### config.mk
export PLATFORM = sky130hd
export DESIGN_NAME = motion_top
export DESIGN_NICKNAME = d
export VERILOG_FILES = /design/src/common/motion_pkg.sv /design/src/hw/command_decoder/command_decoder.sv /design/src/hw/dda/dda_axis.sv /design/src/hw/dda/dda_sequencer.sv /design/src/hw/motion_top.sv
export VERILOG_INCLUDE_DIRS = /design/src /design/src/common
export SDC_FILE = /design/constraint.sdc
export NUM_CORES = 1
export LEC_CHECK = 0
export BUFFER_PORTS_ARGS = -buffer_cell sky130_fd_sc_hd__clkbuf_2
export CAP_MARGIN = 30
export CORE_AREA = 2 2 260 262
export DETAILED_ROUTE_END_ITERATION = 8
export DIE_AREA = 0 0 262 264
export PLACE_DENSITY_LB_ADDON = 0.15
export SYNTH_ARGS = -nofsm -noshare
export SYNTH_HDL_FRONTEND = slang
export SYNTH_SLANG_ARGS = --single-unit
### constraint.sdc
create_clock -name CLK -period 10.1 [get_ports CLK]
set_clock_uncertainty 0.2 [all_clocks]
set_input_delay 1.515 -clock CLK [delete_from_list [all_inputs] [get_ports CLK]]
set_output_delay 1.515 -clock CLK [all_outputs]
set_load 0.1 [all_outputs]
### src/common/motion_macros.svh
// Build-time sizes and version bytes of the motion core, included by the package, RTL and testbench
`ifndef MOTION_MACROS_SVH
`define MOTION_MACROS_SVH

// Axis count, sets all per-axis vector widths
`define NUM_MOTORS 2

// Host word and datapath widths
`define WORD_BITS 64
`define DDA_BITS 32
`define DURATION_BITS 32
`define COUNT_BITS 32

// Move buffer depth, keep a power of two
`define BUFFER_SIZE 2

// Tick divider
`define DIVISOR_BITS 8
`define DEFAULT_DIVISOR 4

// Version status word bytes
`define VERSION_MAJOR 1
`define VERSION_MINOR 2
`define VERSION_PATCH 3
`define VERSION_DEVEL 0

`endif

### src/common/motion_pkg.sv
// Opcodes, FSM states and register map of the motion core, imported by the RTL modules
`include "motion_macros.svh"

package motion_pkg;

  // Top byte of a header word
  typedef enum logic [7:0] {
    CMD_NONE             = 8'h00,
    CMD_COORDINATED_STEP = 8'h01,
    CMD_STATUS_REG       = 8'hF1,
    CMD_CONFIG_REG       = 8'hF2
  } cmd_e;

  typedef enum logic [1:0] {
    SEQ_IDLE,
    SEQ_LOAD,
    SEQ_RUN
  } seq_state_e;

  localparam int SLOT_BITS = $clog2(`BUFFER_SIZE);

  // Status map, read only
  localparam int STATUS_VERSION          = 0;
  localparam int STATUS_CHANNEL_INFO     = 1;
  localparam int STATUS_STEP_COUNT_START = 2;
  localparam int STATUS_REG_COUNT        = STATUS_STEP_COUNT_START + `NUM_MOTORS;

  // Config map, read/write
  localparam int CONFIG_ENABLE    = 0;
  localparam int CONFIG_BRAKE     = 1;
  localparam int CONFIG_CLOCKS    = 2;
  localparam int CONFIG_REG_COUNT = CONFIG_CLOCKS + 1;

  localparam int MOVE_WORDS = 2 + 2 * `NUM_MOTORS; // Header, duration, two words per axis

endpackage

### src/hw/command_decoder/command_decoder.sv
// Host word decoder: parses commands, fills the move buffer and serves status and config registers
`timescale 1ns/1ps
`include "motion_macros.svh"

module command_decoder import motion_pkg::*; (
  input  logic                               CLK,
  input  logic                               resetn,
  input  logic [`WORD_BITS-1:0]              word_data,
  input  logic                               word_received,
  input  logic [SLOT_BITS-1:0]               slot_index,
  input  logic                               slot_release,
  input  logic [`NUM_MOTORS*`COUNT_BITS-1:0] step_counts,
  output logic [`WORD_BITS-1:0]              word_send_data,
  output logic [`BUFFER_SIZE-1:0]            slot_ready,
  output logic [`DURATION_BITS-1:0]          duration,
  output logic [`NUM_MOTORS-1:0]             dir_mask,
  output logic [`NUM_MOTORS*`DDA_BITS-1:0]   increments,
  output logic [`NUM_MOTORS*`DDA_BITS-1:0]   increment_increments,
  output logic [`DIVISOR_BITS-1:0]           tick_divisor,
  output logic [`NUM_MOTORS-1:0]             enable,
  output logic [`NUM_MOTORS-1:0]             brake,
  output logic                               buffer_dtr
);

  localparam int CONFIG_BITS = 32;

  logic                  word_received_d;
  logic                  word_rise;      // Edge seen one cycle ago
  logic [`WORD_BITS-1:0] data_q;
  cmd_e                  opcode;
  cmd_e                  message_header; // CMD_NONE when no message is open
  logic [7:0]            word_count;
  logic [7:0]            config_addr;
  logic [SLOT_BITS-1:0]  write_index;
  logic [`WORD_BITS-1:0] status_word;
  logic [CONFIG_BITS-1:0] config_word;

  // Move buffer
  logic [`NUM_MOTORS-1:0]    dir_slot      [`BUFFER_SIZE];
  logic [`DURATION_BITS-1:0] duration_slot [`BUFFER_SIZE];
  logic [`DDA_BITS-1:0]      inc_slot      [`BUFFER_SIZE][`NUM_MOTORS];
  logic [`DDA_BITS-1:0]      inc_inc_slot  [`BUFFER_SIZE][`NUM_MOTORS];

  logic [CONFIG_BITS-1:0] config_regs [CONFIG_REG_COUNT];
  logic [`WORD_BITS-1:0]  status_regs [STATUS_REG_COUNT];

  always_ff @(posedge CLK) begin
    if (resetn) begin
      word_received_d <= 1'b0;
      word_rise <= 1'b0;
    end else begin
      word_received_d <= word_received;
      word_rise <= word_received & ~word_received_d;
    end
  end

  always_ff @(posedge CLK) begin
    if (word_received & ~word_received_d) data_q <= word_data; // Capture at the edge
  end

  assign opcode = cmd_e'(data_q[`WORD_BITS-1 -: 8]);

  assign status_regs[STATUS_VERSION] = {{(`WORD_BITS-32){1'b0}}, 8'(`VERSION_DEVEL),
                                        8'(`VERSION_MAJOR), 8'(`VERSION_MINOR),
                                        8'(`VERSION_PATCH)};
  assign status_regs[STATUS_CHANNEL_INFO] = {{(`WORD_BITS-32){1'b0}}, 8'd0,
                                             8'(`COUNT_BITS), 8'd0, 8'(`NUM_MOTORS)};

  for (genvar a = 0; a < `NUM_MOTORS; a++) begin : g_slot_out
    assign status_regs[STATUS_STEP_COUNT_START + a] =
      {{(`WORD_BITS-`COUNT_BITS){1'b0}}, step_counts[a*`COUNT_BITS +: `COUNT_BITS]};
    assign increments[a*`DDA_BITS +: `DDA_BITS] = inc_slot[slot_index][a];
    assign increment_increments[a*`DDA_BITS +: `DDA_BITS] = inc_inc_slot[slot_index][a];
  end

  // Register reads, out-of-range addresses give zero
  always_comb begin
    status_word = '0;
    config_word = '0;
    for (int i = 0; i < STATUS_REG_COUNT; i++) begin
      if (data_q[7:0] == 8'(i)) status_word = status_regs[i];
    end
    for (int i = 0; i < CONFIG_REG_COUNT; i++) begin
      if (data_q[7:0] == 8'(i)) config_word = config_regs[i];
    end
  end

  always_ff @(posedge CLK) begin
    if (resetn) begin
      word_send_data <= '0;
      message_header <= CMD_NONE;
      word_count <= '0;
      config_addr <= '0;
      write_index <= '0;
      slot_ready <= '0;
      config_regs[CONFIG_ENABLE] <= '0;
      config_regs[CONFIG_BRAKE] <= '0;
      config_regs[CONFIG_CLOCKS] <= CONFIG_BITS'(`DEFAULT_DIVISOR);
    end else begin
      if (slot_release) slot_ready[slot_index] <= 1'b0; // Sequencer done with the slot
      if (word_rise) begin
        word_send_data <= '0;
        if (message_header == CMD_NONE) begin
          word_count <= 8'd1;
          case (opcode)
            CMD_COORDINATED_STEP: begin
              message_header <= CMD_COORDINATED_STEP;
              dir_slot[write_index] <= data_q[`NUM_MOTORS-1:0];
            end
            CMD_STATUS_REG: word_send_data <= status_word;
            CMD_CONFIG_REG: begin
              message_header <= CMD_CONFIG_REG;
              config_addr <= data_q[7:0];
              word_send_data <= {{(`WORD_BITS-CONFIG_BITS){1'b0}}, config_word};
            end
            default: ; // Unknown header, reply stays zero
          endcase
        end else if (message_header == CMD_CONFIG_REG) begin
          for (int i = 0; i < CONFIG_REG_COUNT; i++) begin
            if (config_addr == 8'(i)) config_regs[i] <= data_q[CONFIG_BITS-1:0];
          end
          message_header <= CMD_NONE;
          word_count <= '0;
        end else begin
          word_count <= word_count + 8'd1;
          if (word_count == 8'd1) duration_slot[write_index] <= data_q[`DURATION_BITS-1:0];
          for (int a = 0; a < `NUM_MOTORS; a++) begin
            if (word_count == 8'(2 + 2*a)) inc_slot[write_index][a] <= data_q[`DDA_BITS-1:0];
            if (word_count == 8'(3 + 2*a)) inc_inc_slot[write_index][a] <= data_q[`DDA_BITS-1:0];
          end
          if (word_count == 8'(MOVE_WORDS - 1)) begin
            // Last axis word, hand the slot over
            slot_ready[write_index] <= 1'b1;
            write_index <= write_index + 1'b1;
            message_header <= CMD_NONE;
            word_count <= '0;
          end
        end
      end
    end
  end

  assign duration = duration_slot[slot_index];
  assign dir_mask = dir_slot[slot_index];
  assign tick_divisor = config_regs[CONFIG_CLOCKS][`DIVISOR_BITS-1:0];
  assign enable = config_regs[CONFIG_ENABLE][`NUM_MOTORS-1:0];
  assign brake = config_regs[CONFIG_BRAKE][`NUM_MOTORS-1:0];
  assign buffer_dtr = ~slot_ready[write_index];

  a_write_index_range: assert property (@(posedge CLK) disable iff (resetn)
    int'(write_index) < `BUFFER_SIZE);

  // Host must wait for buffer_dtr before opening a move
  a_no_overwrite: assert property (@(posedge CLK) disable iff (resetn)
    word_rise && message_header == CMD_NONE && opcode == CMD_COORDINATED_STEP
    |-> !slot_ready[write_index]);

  a_word_count_bound: assert property (@(posedge CLK) disable iff (resetn)
    int'(word_count) <= MOVE_WORDS);

endmodule

### src/hw/dda/dda_axis.sv
// One axis of DDA step generation with a signed step counter, instanced per motor
`timescale 1ns/1ps
`include "motion_macros.svh"

module dda_axis (
  input  logic                   CLK,
  input  logic                   resetn,
  input  logic                   tick,
  input  logic                   load_move,
  input  logic [`DDA_BITS-1:0]   increment,
  input  logic [`DDA_BITS-1:0]   increment_increment,
  input  logic                   dir,
  output logic                   step,
  output logic [`COUNT_BITS-1:0] step_count  // Two's complement position
);

  logic [`DDA_BITS-1:0] accumulator;
  logic [`DDA_BITS-1:0] rate;
  logic [`DDA_BITS:0]   sum;

  assign sum = {1'b0, accumulator} + {1'b0, rate}; // Top bit is the carry

  always_ff @(posedge CLK) begin
    if (resetn) begin
      accumulator <= '0;
      step <= 1'b0;
      step_count <= '0;
    end else begin
      step <= 1'b0;
      if (load_move) begin
        accumulator <= '0;
      end else if (tick) begin
        accumulator <= sum[`DDA_BITS-1:0];
        step <= sum[`DDA_BITS];
        if (sum[`DDA_BITS]) begin
          // Set dir bit counts down
          step_count <= dir ? step_count - 1'b1 : step_count + 1'b1;
        end
      end
    end
  end

  // Rate ramps after each tick
  always_ff @(posedge CLK) begin
    if (load_move) begin
      rate <= increment;
    end else if (tick) begin
      rate <= rate + increment_increment;
    end
  end

  a_step_after_tick: assert property (@(posedge CLK) disable iff (resetn)
    step |-> $past(tick));

endmodule

### src/hw/dda/dda_sequencer.sv
// Move sequencer: divides the clock into DDA ticks and steps through the buffered move slots
`timescale 1ns/1ps
`include "motion_macros.svh"

module dda_sequencer import motion_pkg::*; (
  input  logic                      CLK,
  input  logic                      resetn,
  input  logic [`BUFFER_SIZE-1:0]   slot_ready,
  input  logic [`DURATION_BITS-1:0] duration,
  input  logic [`DIVISOR_BITS-1:0]  tick_divisor,
  output logic [SLOT_BITS-1:0]      slot_index,
  output logic                      slot_release,
  output logic                      load_move,
  output logic                      tick,
  output logic                      move_done
);

  seq_state_e                state;
  logic [`DIVISOR_BITS-1:0]  div_count;
  logic [`DURATION_BITS-1:0] tick_count;  // Ticks already issued this move
  logic                      div_wrap;
  logic                      last_tick;

  // Divisor of 0 or 1 ticks every cycle
  assign div_wrap = ({1'b0, div_count} + 1'b1) >= {1'b0, tick_divisor};

  // Zero duration still ends on the first tick
  assign last_tick = tick && (({1'b0, tick_count} + 1'b1) >= {1'b0, duration});

  assign load_move = (state == SEQ_LOAD);
  assign move_done = (state == SEQ_RUN) && last_tick;
  assign slot_release = move_done;

  always_ff @(posedge CLK) begin
    if (resetn) begin
      state <= SEQ_IDLE;
      slot_index <= '0;
      div_count <= '0;
      tick_count <= '0;
      tick <= 1'b0;
    end else begin
      tick <= 1'b0;
      case (state)
        SEQ_IDLE: begin
          if (slot_ready[slot_index]) state <= SEQ_LOAD;
        end
        SEQ_LOAD: begin
          div_count <= '0;
          tick_count <= '0;
          state <= SEQ_RUN;
        end
        SEQ_RUN: begin
          if (move_done) begin
            slot_index <= slot_index + 1'b1; // Next slot in ring order
            state <= SEQ_IDLE;
          end else begin
            if (tick) tick_count <= tick_count + 1'b1;
            if (div_wrap) begin
              div_count <= '0;
              tick <= 1'b1;
            end else begin
              div_count <= div_count + 1'b1;
            end
          end
        end
        default: state <= SEQ_IDLE;
      endcase
    end
  end

  // Axes must never see a tick on the load cycle
  a_tick_not_load: assert property (@(posedge CLK) disable iff (resetn)
    !(tick && load_move));

  a_done_in_run: assert property (@(posedge CLK) disable iff (resetn)
    move_done |-> state == SEQ_RUN ##1 state == SEQ_IDLE);

endmodule

### src/hw/motion_top.sv
// Motion core top: host command decoder feeding the move sequencer and the per-axis DDAs
`timescale 1ns/1ps
`include "motion_macros.svh"

module motion_top import motion_pkg::*; (
  input  logic                   CLK,
  input  logic                   resetn,
  input  logic [`WORD_BITS-1:0]  word_data,
  input  logic                   word_received,
  output logic [`WORD_BITS-1:0]  word_send_data,
  output logic [`NUM_MOTORS-1:0] step,
  output logic [`NUM_MOTORS-1:0] dir,
  output logic [`NUM_MOTORS-1:0] enable,
  output logic [`NUM_MOTORS-1:0] brake,
  output logic                   buffer_dtr,
  output logic                   move_done
);

  logic [SLOT_BITS-1:0]               slot_index;
  logic [`BUFFER_SIZE-1:0]            slot_ready;
  logic                               slot_release;
  logic                               load_move;
  logic                               tick;
  logic [`DURATION_BITS-1:0]          duration;
  logic [`DIVISOR_BITS-1:0]           tick_divisor;
  logic [`NUM_MOTORS*`DDA_BITS-1:0]   increments;
  logic [`NUM_MOTORS*`DDA_BITS-1:0]   increment_increments;
  logic [`NUM_MOTORS*`COUNT_BITS-1:0] step_counts;

  command_decoder i_command_decoder (
    .CLK                  (CLK),
    .resetn               (resetn),
    .word_data            (word_data),
    .word_received        (word_received),
    .slot_index           (slot_index),
    .slot_release         (slot_release),
    .step_counts          (step_counts),
    .word_send_data       (word_send_data),
    .slot_ready           (slot_ready),
    .duration             (duration),
    .dir_mask             (dir),          // Running slot's mask
    .increments           (increments),
    .increment_increments (increment_increments),
    .tick_divisor         (tick_divisor),
    .enable               (enable),
    .brake                (brake),
    .buffer_dtr           (buffer_dtr)
  );

  dda_sequencer i_dda_sequencer (
    .CLK          (CLK),
    .resetn       (resetn),
    .slot_ready   (slot_ready),
    .duration     (duration),
    .tick_divisor (tick_divisor),
    .slot_index   (slot_index),
    .slot_release (slot_release),
    .load_move    (load_move),
    .tick         (tick),
    .move_done    (move_done)
  );

  for (genvar a = 0; a < `NUM_MOTORS; a++) begin : g_axis
    dda_axis i_dda_axis (
      .CLK                 (CLK),
      .resetn              (resetn),
      .tick                (tick),
      .load_move           (load_move),
      .increment           (increments[a*`DDA_BITS +: `DDA_BITS]),
      .increment_increment (increment_increments[a*`DDA_BITS +: `DDA_BITS]),
      .dir                 (dir[a]),
      .step                (step[a]),
      .step_count          (step_counts[a*`COUNT_BITS +: `COUNT_BITS])
    );
  end

endmodule

Word-level counts from Yosys, hierarchy flattened
Memories as Yosys holds them, arrays and structs flattened. A register that Yosys moved wholly into a read port is not among the register bits. Index checks and enable logic that the tools add are counted. W data, S select, Z words.

Reductions and logical operators: 23. Equality and inequality tests: 21. Mux-type cells: 112. Bitwise operators: 14. Magnitude comparators: 6. $add $sub $neg: 15.

Operators by type and width (number): $mux W32 (16); $pmux W32 S2 (2); $add A32 B1 Y32 const B (3); $mux W1 (70); $add A32 B32 Y33 (2); $add A32 B32 Y32 (2); $mux W64 (1); $mux W8 (8); $sub A32 B1 Y32 const B (2); $eq A8 B2 Y1 const B (5); $add A32 B1 Y33 const B (1); $ge A33 B32 Y1 (1); $eq A8 B1 Y1 const B (4); $pmux W8 S2 (2); $eq A8 B8 Y1 const B (3); $logic_not A8 Y1 (3); $mux W22 (1); $mux W17 (1); $add A8 B1 Y8 const B (2); $eq A8 B3 Y1 const B (2); $mux W2 (8); $reduce_and A3 Y1 (5); $add A8 B1 Y9 const B (1); $ge A9 B8 Y1 (1); 24 further kinds (45).

Memory bits (writable): 420. Memories kept: 5. Output and inout port bits: 74. Logic and storage cells: 218. Input bits: 67. Flip-flop bits (word level): 395.

Memories: i_command_decoder.inc_inc_slot (words 2, width 64, read ports 1, clocked after Yosys merged registers in 1, write ports 1, RTL line command_decoder.sv:42) `` logic [`DDA_BITS-1:0] inc_inc_slot [`BUFFER_SIZE][`NUM_MOTORS]; ``; i_command_decoder.inc_slot (words 2, width 64, read ports 1, clocked after Yosys merged registers in 1, write ports 1, RTL line command_decoder.sv:41) `` logic [`DDA_BITS-1:0] inc_slot [`BUFFER_SIZE][`NUM_MOTORS]; ``; i_command_decoder.config_regs (words 3, width 32, read ports 3, clocked after Yosys merged registers in 0, write ports 3, RTL line command_decoder.sv:44) `logic [CONFIG_BITS-1:0] config_regs [CONFIG_REG_COUNT];`; i_command_decoder.duration_slot (words 2, width 32, read ports 1, clocked after Yosys merged registers in 1, write ports 1, RTL line command_decoder.sv:40) `` logic [`DURATION_BITS-1:0] duration_slot [`BUFFER_SIZE]; ``; i_command_decoder.dir_slot (words 2, width 2, read ports 1, clocked after Yosys merged registers in 1, write ports 1, RTL line command_decoder.sv:39) `` logic [`NUM_MOTORS-1:0] dir_slot [`BUFFER_SIZE]; ``.

Longest topological paths before layout
Depth in word-level cells: 13. Mapped depth: 20. Gate-level depth less buffers: 17.

By module
From an unflattened synthesis, not the netlist that was laid out.

Cell total of the unflattened synthesis: 3639. Area total of the unflattened synthesis: 40313.7 µm².

By module, submodules not included: command_decoder (area an instance 19820.3 µm², cells each 1175, times used 1); dda_axis (g_axis[0].i_dda_axis) (area an instance 8329.2 µm², cells each 996, times used 1); dda_axis (g_axis[1].i_dda_axis) (area an instance 8323.0 µm², cells each 980, times used 1); dda_sequencer (area an instance 3841.2 µm², cells each 488, times used 1).

Worst setup path before layout
OpenSTA, ideal clock, no wires.

Path type: flip-flop to output port. Start: reg with a tool-made name. End: out move_done. Slack: 3860 ps. Cell stages (with the launch flop): 16. Required time: 8385 ps. Arrival time: 4525 ps. Path buffers: 5. Cells stage by stage: dfxtp_1 clkbuf_8 clkbuf_1 clkbuf_1 clkbuf_1 mux2i_1 ha_1 a21o_1 a21o_1 a21o_1 a2111oi_0 o21ai_0 o2111ai_1 a31o_2 clkbuf_1 nor2_1.

RTL lines: end: declaration (RTL line motion_top.sv:16) `output logic move_done`.

Worst setup path in the final report
Start: reg i_dda_sequencer.tick_count[2]. End: out move_done.

Word-level cells in the longest chain between the ends: 4.

Ends and longest elaborated chain: start: declaration (RTL line dda_sequencer.sv:20) `` logic [`DURATION_BITS-1:0] tick_count; ``; start signal: assignment (RTL line dda_sequencer.sv:57) `if (tick) tick_count <= tick_count + 1'b1;`; $add A32 B1 Y33 (RTL line dda_sequencer.sv:28) `assign last_tick = tick && (({1'b0, tick_count} + 1'b1) >= {1'b0, duration});`; $ge A33 B32 Y1 (RTL line dda_sequencer.sv:28); $logic_and A1 B1 Y1 (RTL line dda_sequencer.sv:28); $logic_and A1 B1 Y1 (RTL line dda_sequencer.sv:31) `assign move_done = (state == SEQ_RUN) && last_tick;`.

No other way between the ends.

==> results by group <==
Die
  • Die Ht: about 260 µm
  • Die Area: 0.0692 mm²
  • Core Area: 0.0666 mm²
  • Ports: 141
  • Cell Rows: 95
  • Initial Utilization: 59.1%
  • Die width: 262 µm

Setup path
  • Worst Setup End Kind: output pin
  • R2R setup slack: approximately 4.7 ns
  • Worst reg2reg path endpoint: g_axis[1].i_dda_axis.rate[31]
  • Largest fanout on the critical path: 15
  • Startpoint types: flip-flop
  • Crit Path Class: flip-flop to output pin
  • WP data required: 8.39 ns
  • Crit. Startpoint: i_dda_sequencer.tick_count[2]
  • Cells on worst reg2reg path: 13
  • Worst Path Arrival: 5.26 ns
  • End point of the critical path: move_done

Synth
  • FFs w/ async S/R, synth: 0%
  • Post-synth top area share: 40.0%
  • Ranking of synthesized cells by area: edfxtp_1 (40%), dfxtp_1 (12%), ha_1 (7.4%)
  • Sequential share of the synthesized area: between 50% and 60%
  • Synthesized cell area: 0.0393 mm²
  • Yosys reg bits: 754
  • Cell taking the most area after synthesis: edfxtp_1
  • Synth Flop Type: edfxtp_1
  • Synth unique cells: 96
  • Number of synthesized flops with an enable pin: 524
  • Synth Warn #: 0
  • Syn avg cell area: 10.9 µm²
  • Commonest cells post-synth: edfxtp_1 (524), nor2_1 (331), a21oi_1 (263)
  • Cells after synthesis: roughly 3600
  • Most numerous cell in the Yosys netlist: edfxtp_1

Timing
  • Final hold vios: 0
  • F_max: 143 MHz
  • # setup viols final: 0
  • Relative slew slack: 31.7%
  • Actual slew at the worst max-slew pin: 1.02 ns
  • Final slew viol count: 0
  • RSZ-0062 raised after global routing: no
  • Post-route setup TNS: 0 ns
  • Fin crit share: 69.1%
  • Fin crit period: 6.97 ns

Detailed routing
  • Post-route DRC: 0
  • Final WL: 101000 µm
  • Via count: 29000
  • Via/cell ratio: approximately 6.3
  • TritonRoute pass-1 iters: 5
  • DRT antenna net count: 0
  • Routed wire length per instance: 22.0 µm
  • Iteration-0 DRC Markers: about 2700

CTS
  • CTS resizes: 0
  • Reg clk slew, reported paths: 0.06 ns
  • Hold_buf cts: 0
  • Clock Sinks: approximately 750
  • CTS buffer count: 81
  • Root buf cell: clkbuf_16
  • Post-CTS setup buffer count: 0
  • CTS tree: built
  • Clock buffer depth: 3
  • H-tree depth: 3
  • Clk_lat worst skew: roughly 0.63 ns

GRT
  • Initial antenna violation count: 1
  • GRT overflow: 0
  • Gr usage total: 29.3%
  • Number of global-route vias before repair: 28700
  • First-pass GRT wire length: 158000 µm
  • Pin count of the biggest net entering global routing: 141

Worst hold path
  • HP Class: flip-flop to flip-flop

Pwr
  • Pwr/cell area: 149 mW/mm²
  • Total power draw: 6.41 mW
  • Peak VDD IR: 146 µV
  • Leak pwr: 16.1 nW

Layout
  • Layout area overhead: 9.56%
  • Layout cells sized above 1: 10.7%
  • Fillcell total: 5146
  • Non-filler cells in the finished layout: 4609
  • Final nets: 3971

Place
  • Detailed Place HPWL: 66000 µm
  • Port bufs: 84
  • Placed cells: around 4500
  • Placer Congestion: approximately 0.93

Status
  • Status: completed

Run
  • Max-Cap Viols: 0
-- critical path, stage by stage, from the launching register on --
cell      delay [ns]
dfxtp_1         0.48
and3_1          0.21
nand3_1         0.22
nor2_1          0.37
nand3_1         0.38
nor2_1          0.35
nand3_1         0.19
xnor2_1         0.17
ha_1            0.32
a21oi_1         0.13
nor2b_1         0.05
o21ai_0         0.14
a21oi_1         0.09
o21ai_0         0.57
a31o_2          0.45
nor2_1          0.12
clkbuf_2        0.39
-- state kept, by name, indices dropped and copies added, names as in the netlist, 4 cells and up, named ones only --
register                          count
i_command_decoder.inc_inc_slot      128
i_command_decoder.inc_slot          128
i_command_decoder.data_q             40
g_axis.i_dda_axis.step_count         64
i_command_decoder.config_addr         8
i_dda_sequencer.tick_count           32
g_axis.i_dda_axis.accumulator        64
i_command_decoder.dir_slot            4
i_command_decoder.word_send_data     32
i_dda_sequencer.div_count             8
i_command_decoder.config_regs        96
i_command_decoder.duration_slot      64
g_axis.i_dda_axis.rate               64
i_command_decoder.word_count          8
-- power breakdown --
| part | leakage (nW) | internal [mW] | total, mW | switching (mW) |
|---|---|---|---|---|
| registers | 6.71 | 3.32 | 3.37 | 0.0512 |
| clock network | 1.27 | 1.68 | 2.91 | 1.23 |
| logic | 8.15 | 0.0168 | 0.131 | 0.114 |
-- per-stage QoR --
stage	setup slack (ns)	hold slack, ns	instance area [µm²]	util (%)
after floorplan	3.86	0.229	39500	-
after global placement	3.91	0.242	40400	60.7
after detailed placement	3.85	0.253	40500	60.8
after CTS	3.14	0.268	43100	64.7
after global routing	2.66	0.297	43100	64.7
final	3.13	0.264	43100	64.7
-- layer usage --
layer / part of all wire, % / track usage, % / vias to the layer above
li1: - / - / 13600
met1: 42 / 39.1 / 14100
met2: 46 / 47.1 / 1120
met3: 6.7 / 3.69 / 220
met4: 5.2 / 14.9 / 0
met5: 0 / 0 / -
-- logic make-up after synthesis --
group | after synthesis | share of synthesized area, %
and+or+nand+nor | 1011 | 12.2
other | 1 | 0.00953
adders and majority gates | 238 | 7.69
DFF | 754 | 51.7
xor gates and xnor gates | 167 | 3.72
muxes | 200 | 5.31
buffers and inverters | 281 | 3.34
AOI/OAI and AO/OA | 966 | 16.0
-- layout make-up --
cell class | instances | area [µm²] | area share, %
antenna | 1 | 2.50 | 0.00581
clock buffer | 106 | 2210 | 5.13
clock inverter | 46 | 405 | 0.941
inverter | 90 | 338 | 0.784
multi-input combinational | 2614 | 17900 | 41.5
sequential | 754 | 20300 | 47.2
tap | 873 | 1090 | 2.53
timing repair buffer | 125 | 811 | 1.88
-- cell usage in the layout, fill, tap and decap left out, types with 13 or more instances in the layout --
cell type | Yosys | layout
a211oi_1 | 40 | 39
a21boi_0 | 14 | 14
a21o_1 | 99 | 99
a21oi_1 | 263 | 263
a22oi_1 | 59 | 59
a31o_2 | 26 | 26
a31oi_1 | 31 | 31
and2_1 | 52 | 52
and3_1 | 34 | 33
buf_4 | 45 | 37
clkbuf_1 | 97 | 17
clkbuf_16 | 0 | 82
clkbuf_2 | 2 | 83
clkinv_2 | 0 | 18
conb_1 | 1 | 32
dfxtp_1 | 230 | 228
edfxtp_1 | 524 | 524
ha_1 | 232 | 232
inv_1 | 88 | 87
mux2_2 | 70 | 70
mux2i_1 | 130 | 130
nand2_1 | 248 | 246
nand2b_1 | 30 | 29
nand3_1 | 91 | 91
nand4_1 | 35 | 35
nor2_1 | 331 | 327
nor2b_1 | 36 | 34
nor3_1 | 65 | 64
o211ai_1 | 25 | 25
o21a_1 | 37 | 37
o21ai_0 | 181 | 180
o21bai_1 | 18 | 18
o22ai_1 | 42 | 42
o31ai_1 | 24 | 22
or2_2 | 13 | 13
or3_1 | 22 | 22
xnor2_1 | 107 | 107
xor2_1 | 60 | 60
-- how the worst min path moves through the flow --
| stage | startpoint | endpoint | slack (ns) | cells after the start |
|---|---|---|---|---|
| 5_1_grt | g_axis[1].i_dda_axis.accumulator[13] | g_axis[1].i_dda_axis.accumulator[13] | 0.30 | 2 |
| 3_3_place_gp | i_command_decoder.config_addr[2] | i_command_decoder.config_addr[2] | 0.24 | 2 |
| 4_1_cts | g_axis[1].i_dda_axis.accumulator[13] | g_axis[1].i_dda_axis.accumulator[13] | 0.27 | 2 |
| 6_report | g_axis[1].i_dda_axis.accumulator[13] | g_axis[1].i_dda_axis.accumulator[13] | 0.26 | 2 |
| 3_5_place_dp | g_axis[1].i_dda_axis.accumulator[13] | g_axis[1].i_dda_axis.accumulator[13] | 0.25 | 2 |
| 2_1_floorplan | g_axis[0].i_dda_axis.accumulator[27] | g_axis[0].i_dda_axis.accumulator[27] | 0.23 | 2 |
Power figures use the tool's default switching activity.
